==> src/mips_pkg.sv <==
package mips_pkg;

   ////////////////////////////////////////////////////////////
   // Widths and depths
   ////////////////////////////////////////////////////////////
   localparam int word_width      = 32;
   localparam int reg_addr_width  = 5;
   localparam int imem_depth      = 256;
   localparam int dmem_depth      = 256;
   localparam int imem_addr_width = 8;
   localparam int dmem_addr_width = 8;

   // Primary opcodes
   localparam logic [5:0] op_rtype = 6'd0;
   localparam logic [5:0] op_j     = 6'd2;
   localparam logic [5:0] op_beq   = 6'd4;
   localparam logic [5:0] op_bne   = 6'd5;
   localparam logic [5:0] op_addi  = 6'd8;
   localparam logic [5:0] op_lui   = 6'd15;
   localparam logic [5:0] op_lw    = 6'd35;
   localparam logic [5:0] op_sw    = 6'd43;

   // R-type function codes
   localparam logic [5:0] fn_add = 6'd32;
   localparam logic [5:0] fn_sub = 6'd34;
   localparam logic [5:0] fn_and = 6'd36;
   localparam logic [5:0] fn_or  = 6'd37;
   localparam logic [5:0] fn_slt = 6'd42;

   ////////////////////////////////////////////////////////////
   // Control
   ////////////////////////////////////////////////////////////
   typedef enum logic [2:0] {alu_add, alu_sub, alu_and, alu_or, alu_slt} alu_op_t;

   typedef enum logic [1:0] {wb_alu, wb_load, wb_upper} wb_sel_t;

   // All zero is a bubble
   typedef struct packed {
      logic    reg_write;
      logic    mem_read;
      logic    mem_write;
      logic    alu_src;
      logic    reg_dst;
      logic    branch_eq;
      logic    branch_ne;
      logic    jump;
      alu_op_t alu_op;
      wb_sel_t wb_sel;
   } ctrl_t;

   ////////////////////////////////////////////////////////////
   // Instruction formats
   ////////////////////////////////////////////////////////////
   typedef struct packed {
      logic [5:0]                opcode;
      logic [reg_addr_width-1:0] rs;
      logic [reg_addr_width-1:0] rt;
      logic [reg_addr_width-1:0] rd;
      logic [4:0]                shamt;
      logic [5:0]                funct;
   } r_view_t;

   typedef struct packed {
      logic [5:0]                opcode;
      logic [reg_addr_width-1:0] rs;
      logic [reg_addr_width-1:0] rt;
      logic [15:0]               imm;
   } i_view_t;

   typedef struct packed {
      logic [5:0]  opcode;
      logic [25:0] index;
   } j_view_t;

   typedef union packed {
      r_view_t r;
      i_view_t i;
      j_view_t j;
   } instr_t;

   ////////////////////////////////////////////////////////////
   // Pipeline registers
   ////////////////////////////////////////////////////////////
   typedef struct packed {
      instr_t                instr;
      logic [word_width-1:0] pc_plus1;
   } if_id_t;

   typedef struct packed {
      ctrl_t                     ctrl;
      logic [word_width-1:0]     pc_plus1;
      logic [word_width-1:0]     rs_data;
      logic [word_width-1:0]     rt_data;
      logic [word_width-1:0]     imm_ext;
      logic [word_width-1:0]     upper;
      logic [reg_addr_width-1:0] rs;
      logic [reg_addr_width-1:0] rt;
      logic [reg_addr_width-1:0] rd;
   } id_ex_t;

   typedef struct packed {
      ctrl_t                     ctrl;
      logic [word_width-1:0]     alu_result;
      logic [word_width-1:0]     store_data;
      logic [word_width-1:0]     upper;
      logic [reg_addr_width-1:0] dst;
   } ex_mem_t;

   // Memory/write-back register, also the retire port
   typedef struct packed {
      logic                      valid;
      logic [reg_addr_width-1:0] dst;
      logic [word_width-1:0]     data;
   } retire_t;

endpackage

==> src/execute_stage.sv <==
`timescale 1ns/1ps

module execute_stage
(
   input  logic               CLK,
   input  logic               RESET,
   input  mips_pkg::id_ex_t   id_ex,
   input  mips_pkg::ex_mem_t  mem_fwd,
   input  mips_pkg::retire_t  wb_fwd,
   output mips_pkg::ex_mem_t  ex_mem
);

   logic [mips_pkg::word_width-1:0]     mem_value;
   logic [mips_pkg::word_width-1:0]     op_a;
   logic [mips_pkg::word_width-1:0]     op_b_reg;
   logic [mips_pkg::word_width-1:0]     op_b;
   logic [mips_pkg::word_width-1:0]     result;
   logic [mips_pkg::reg_addr_width-1:0] dst;

   // Value the memory stage will write back
   // The load-use stall keeps a load from ever feeding execute from here
   assign mem_value = (mem_fwd.ctrl.wb_sel == mips_pkg::wb_upper)
                      ? mem_fwd.upper : mem_fwd.alu_result;

   ////////////////////////////////////////////////////////////
   // Forwarding
   ////////////////////////////////////////////////////////////
   function automatic logic [mips_pkg::word_width-1:0] forward
   (
      input logic [mips_pkg::reg_addr_width-1:0] src,
      input logic [mips_pkg::word_width-1:0]     reg_value,
      input mips_pkg::ex_mem_t                   mem_src,
      input logic [mips_pkg::word_width-1:0]     mem_src_value,
      input mips_pkg::retire_t                   wb_src
   );
      // Newer result wins
      if (mem_src.ctrl.reg_write && mem_src.dst != '0 && mem_src.dst == src)
         return mem_src_value;
      else if (wb_src.valid && wb_src.dst == src)
         return wb_src.data;
      else
         return reg_value;
   endfunction

   assign op_a     = forward(id_ex.rs, id_ex.rs_data, mem_fwd, mem_value, wb_fwd);
   assign op_b_reg = forward(id_ex.rt, id_ex.rt_data, mem_fwd, mem_value, wb_fwd);
   assign op_b     = id_ex.ctrl.alu_src ? id_ex.imm_ext : op_b_reg;

   ////////////////////////////////////////////////////////////
   // ALU
   ////////////////////////////////////////////////////////////
   always_comb
   begin
      case (id_ex.ctrl.alu_op)
         mips_pkg::alu_add: result = op_a + op_b;
         mips_pkg::alu_sub: result = op_a - op_b;
         mips_pkg::alu_and: result = op_a & op_b;
         mips_pkg::alu_or:  result = op_a | op_b;
         mips_pkg::alu_slt: result = {{(mips_pkg::word_width-1){1'b0}},
                                      $signed(op_a) < $signed(op_b)};
         default:           result = '0;
      endcase
   end

   assign dst = id_ex.ctrl.reg_dst ? id_ex.rd : id_ex.rt;

   always_ff @(posedge CLK or posedge RESET)
   begin
      if (RESET)
         ex_mem <= '0;
      else
      begin
         ex_mem.ctrl       <= id_ex.ctrl;
         ex_mem.alu_result <= result;
         ex_mem.store_data <= op_b_reg;
         ex_mem.upper      <= id_ex.upper;
         ex_mem.dst        <= dst;
      end
   end

   a_alu_op_legal: assert property (@(posedge CLK) disable iff (RESET)
      id_ex.ctrl.alu_op inside {mips_pkg::alu_add, mips_pkg::alu_sub, mips_pkg::alu_and,
                                mips_pkg::alu_or, mips_pkg::alu_slt});

endmodule

==> config.mk <==
export PLATFORM = sky130hd
export DESIGN_NAME = execute_stage
export DESIGN_NICKNAME = d
export VERILOG_FILES = /design/src/mips_pkg.sv /design/src/execute_stage.sv
export SDC_FILE = /design/constraint.sdc
export NUM_CORES = 1
export LEC_CHECK = 0
export BUFFER_PORTS_ARGS = -buffer_cell sky130_fd_sc_hd__buf_2
export CORE_MARGIN = 2
export CORE_UTILIZATION = 30
export DETAILED_ROUTE_END_ITERATION = 12
export GPL_TIMING_DRIVEN = 0
export PLACE_DENSITY = 0.53
export SLEW_MARGIN = 10
export SYNTH_ARGS = -nofsm -noshare
export SYNTH_HDL_FRONTEND = slang
export SYNTH_SLANG_ARGS = --single-unit
==> constraint.sdc <==
create_clock -name CLK -period 4.4 [get_ports CLK]
set_input_delay 0.66 -clock CLK [delete_from_list [all_inputs] [get_ports CLK]]
set_output_delay 0.66 -clock CLK [all_outputs]
set_load 0.03 [all_outputs]
# Word-level counts from Yosys, hierarchy flattened
# Cells that the tools add are included.
dict set report totals {
  register_bits 114
  inputBits 342
  out_inout_bits 114
  elab_cells 43
}
dict set report classes {
  addsub 2
  n_lt_le_gt_ge 1
  n_eq_ne 9
  n_mux 8
  bitwise 2
  reduce_logical 7
}
# cell count
set ops {}
lappend ops {{2-to-1 mux 32 bit} 6}
lappend ops {{case mux 32 bit (5 select lines)} 1}
lappend ops {{adder 32 bit} 1}
lappend ops {{bitwise AND 32 bit} 1}
lappend ops {{less-than comparator 32 bit} 1}
lappend ops {{bitwise OR 32 bit} 1}
lappend ops {{subtractor 32 bit} 1}
lappend ops {{== test 5 bit} 4}
lappend ops {{== test 3 x 2 -> 1 bit (second input constant)} 2}
lappend ops {{logical AND 1 bit} 5}
lappend ops {{2-to-1 mux 5 bit} 1}
lappend ops {{nonzero test 5 bit} 1}
lappend ops {{== test 3 x 1 -> 1 bit (second input constant)} 1}
lappend ops {{== test 3 bit (second input constant)} 1}
lappend ops {{zero test 3 bit} 1}
lappend ops {{== test 2 bit (second input constant)} 1}

# Logic depth before layout (Yosys ltp)
dict set report depth {
  depth_word 7
  mapped_depth 21
  ltp_nobuf 19
}

# Worst setup path after synthesis
# Ideal clock, no wire load.
dict set report synth_path {
  path_type {input port to flip-flop}
  startpoint {input port wb_fwd[34] in the netlist's numbering}
  endpoint {register ex_mem[99] in the netlist's numbering}
  setup_ns 0.138
  t_arrival_ns 4.569
  required_ns 4.262
  setup_slack_ns -0.306
  stages 20
  n_path_buf 2
  path_cell_list {xor2_1 nor4_1 and3_1 buf_2 buf_1 nor2b_1 a211oi_1 a21oi_1 mux2_2 ha_1 fa_1 nor2_1 o21ai_1 a211oi_1 o21ai_1 o31ai_2 a21oi_1 o311ai_1 mux2i_1 o311ai_1}
}
dict set report synth_between {
  elab_chain_cells 7
  elab_cells_between_ends 14
  cone_classes {add/sub (2); eq/ne (2); mux (6); bitwise (2); reduce/logical (2)}
}
# item line_no
set synth_rtl {}
lappend synth_rtl {{start, declared} execute_stage.sv:9} ;# input mips_pkg::retire_t wb_fwd,
lappend synth_rtl {{== test 5 bit *} execute_stage.sv:39} ;# else if (wb_src.valid && wb_src.dst == src)
lappend synth_rtl {{logical AND 1 bit *} execute_stage.sv:39}
lappend synth_rtl {{2-to-1 mux 32 bit *} execute_stage.sv:39}
lappend synth_rtl {{2-to-1 mux 32 bit *} execute_stage.sv:37} ;# if (mem_src.ctrl.reg_write && mem_src.dst != '0 && mem_src.dst == src)
lappend synth_rtl {{via op_b_reg, one bit} execute_stage.sv:15} ;# logic [mips_pkg::word_width-1:0] op_b_reg;
lappend synth_rtl {{2-to-1 mux 32 bit *} execute_stage.sv:47} ;# assign op_b = id_ex.ctrl.alu_src ? id_ex.imm_ext : op_b_reg;
lappend synth_rtl {{subtractor 32 bit / adder 32 bit (equally long branches)} {execute_stage.sv:56, execute_stage.sv:55}}
lappend synth_rtl {{case mux 32 bit (5 select lines) *} execute_stage.sv:54} ;# case (id_ex.ctrl.alu_op)
lappend synth_rtl {{via result, one bit} execute_stage.sv:17} ;# logic [mips_pkg::word_width-1:0] result;
lappend synth_rtl {{end, declared} execute_stage.sv:10} ;# output mips_pkg::ex_mem_t ex_mem
# Mark *: on every way through the listed nets, which the timed path passes. The rest lies on a longest branch.

# Worst setup path after layout
dict set report layout_path {
  startpoint {input port wb_fwd[33] in the netlist's numbering}
  endpoint {register ex_mem[99] in the netlist's numbering}
}
# Same word-level chain as after synthesis.

==> run_results.csv <==
group,metric,value,unit
final_layout,regMostFlops,"ex_mem",
yosys,syn-cell-area,10300,µm²
yosys,synth_seq_cells,114,
critical_path,crit_required,4.67,ns
clock_network,numCtsBuffers,17,
route,vias,10900,
clock_network,clock_sinks,114,
route,drt_pass1_iterations,7,
critical_path,cp-end-kind,"flop",
yosys,synth-xor-area-share,0.0366,
power_and_ir_drop,ir_drop,0.260,mV
place,place_hpwl,39.1,mm
global_routing,grt_overflow,0,
clock_network,holdBufCountCts,0,
floorplan,coreArea,33600,µm²
place,gp_congestion,0.928,
critical_path,crit_chain,"buf_6, xor2_2, nor4_2, and3_1, buf_6, buf_12, nor2b_4, a211oi_4, a21oi_4, mux2_4, ha_4, fa_2, nor2_4, o21ai_4, a211oi_4, o21ai_4, o31ai_4, a21oi_2, o311ai_2, mux2i_1, o311ai_2",
yosys,async_flop_share,1.00,
global_routing,grt_pass1_vias,11100,
place,dpl_worst_slack,-1.88,ns
route,drtIter0Drc,592,
timing,setup_slack,-0.277,ns
floorplan,initial_core_util,0.306,
global_routing,grt_pass1_wl,70.5,mm
timing,finalSetupViolCount,11,
timing,fmax,214,MHz
yosys,yosysWarningCount,0,
critical_path,cp_max_fo,8,
yosys,synth_top_area_share,0.278,
timing,maxSlewViolCount,0,
timing,rsz0062_at_grt,"true",
yosys,syn_avg_cell_area,8.78,µm²
yosys,synth_cell_types,77,
yosys,synth_adder_area_share,0.131,
final_layout,top_regs,"ex_mem: 114 flops",
outcome,violations,"setup timing",
clock_network,clk_pin_slew,0.06,ns
yosys,synth-seq-area-share,0.278,
critical_path,cp_slowest_cell,"fa_2",
floorplan,row_count,67,
hold_path,hold_class,"input port to async pin",
floorplan,die_w,189,µm
floorplan,die_h,189,µm
route,postRouteAntennaNets,0,
critical_path,start_kind,"input port",
global_routing,grt_max_degree,67,
final_layout,syn2layout_area_growth,45.6,%
floorplan,design.die.area,35700,µm²
timing,relSlewSlack,0.324,
job,cap_violations,0,
timing,tns,-1.74,ns
floorplan,ioPinCount,456,
yosys,synth_edf_count,0,
clock_network,clk_path_buf_depth,2,
yosys,yosys.area_share.simple,0.133,
clock_network,cts_root_buffer,"clkbuf_16",
route,drt-total-wl,49.1,mm
route,drcViolationCount,0,
timing,fin_crit_sh,1.06,
place,port_buffers,381,
route,avgViaCountPerCell,5.24,
yosys,synthesis.nets,1618,
timing,fin_crit,4.68,ns
yosys,synth_flop_cell,"dfrtp_1",
route,wl_per_cell,23.5,µm
place,place_area,13000,µm²
timing,hold_viol_final,0,
power_and_ir_drop,total_leakage_power,6.96,nW
yosys,synth_top_family_by_area,"compound AO/OA/AOI/OAI gates",
critical_path,worstSetupPathType,"input port to flop",
timing,tightest_slew,1.01,ns
yosys,synth_compound_area_frac,0.202,
critical_path,slowest_delay,0.39,ns
yosys,synth_mux_area_frac,0.148,
final_layout,design_area,15000,µm²
final_layout,final_cell_mix,"buf_2 (378), dfrtp_1 (114), nor2_1 (97)",
final_layout,final_common_cell,"buf_2",
final_layout,drive_above_1_share,0.422,
yosys,yosysTopAreaCell,"dfrtp_1",
critical_path,crit_arrival,4.95,ns
global_routing,track_usage,0.268,
yosys,ys_top_cells_by_area,"dfrtp_1 (28%), ha_1 (13%), mux2i_1 (11%)",
yosys,netlist_instances,1170,
final_layout,nets,2065,
timing,hold_ws,0.269,ns
power_and_ir_drop,power_density,305,nW/µm²
outcome,status,"finished, violations left",
clock_network,htreeDepth,4,
final_layout,largest_reg_flops,114,
clock_network,cts_tree,"yes",
global_routing,antenna_found_initial,16,
-- cell type report --
type	instances	area, µm²
fill	3390	18700
multi-input combinational	887	7620
sequential	114	2850
timing repair buffer	432	2360
buffer	68	574
tap	448	561
clock buffer	17	425
inverter	97	373
clock inverter	15	171
antenna	10	25.0
-- per-layer routing --
| metal | track usage | part of all wire |
|---|---|---|
| met5 | 0 | 0.00084 |
| met4 | 0.120 | 0.042 |
| met3 | 0.0569 | 0.071 |
| met2 | 0.476 | 0.50 |
| met1 | 0.308 | 0.39 |
-- metrics by stage --
step / total power [mW] / std cells / utilization
final: 4.56 / 2088 / 0.445
after global routing: 4.80 / 2083 / 0.445
after CTS: 4.50 / 2056 / 0.429
after detailed placement: 2.87 / 2000 / 0.386
after global placement: 2.86 / 1999 / 0.385
after floorplan: 2.29 / 1170 / -
-- where the power goes --
group | internal, mW | total [mW] | switching, mW | leakage [nW]
Combinational | 0.762 | 1.96 | 1.20 | 5.29
Clock | 0.850 | 1.44 | 0.589 | 0.297
Sequential | 1.13 | 1.16 | 0.0211 | 1.37
-- logic make-up after synthesis --
logic type | after synthesis
compound gates | 319
xor+xnor | 43
fa+ha+maj | 106
buf+inv | 169
flops | 114
mux | 145
simple gates | 274
-- Yosys cell counts, types with 13 or more instances --
| master | n |
|---|---|
| o211ai_1 | 13 |
| nand3_1 | 18 |
| inv_1 | 91 |
| a21o_1 | 18 |
| nand2_1 | 44 |
| mux2_2 | 35 |
| xnor2_1 | 27 |
| a211oi_1 | 48 |
| nor2b_1 | 43 |
| dfrtp_1 | 114 |
| ha_1 | 104 |
| o21ai_0 | 42 |
| clkbuf_1 | 36 |
| mux2i_1 | 108 |
| nor2_1 | 99 |
| nor3_1 | 14 |
| buf_1 | 15 |
| xor2_1 | 16 |
| a21oi_1 | 114 |
-- critical path, delay by kind of cell --
kind	cells	cell delay (ns)
AO/OA/AOI/OAI	9	1.72
multiplexers	2	0.59
XOR/XNOR	1	0.17
buffers and inverters	3	0.46
adder cells (fa/ha/maj)	2	0.57
AND/OR/NAND/NOR	4	0.73
-- final timing paths --
path	start	to	depth (start not counted)
max	wb_fwd[33]	ex_mem[99]	21
min	RESET	ex_mem[36]	2
max in group asynchronous	RESET	ex_mem[85]	3
min in group CLK	id_ex[185]	ex_mem[111]	1
-- repair_timing --
action / in CTS / in global routing
buffers inserted: 26 / 23
cloned: 1 / 0
setup endpoints to repair: 27 / 22
pin swaps: 36 / 39
gates resized for setup: 148 / 81
Power figures use the tool's default switching activity.
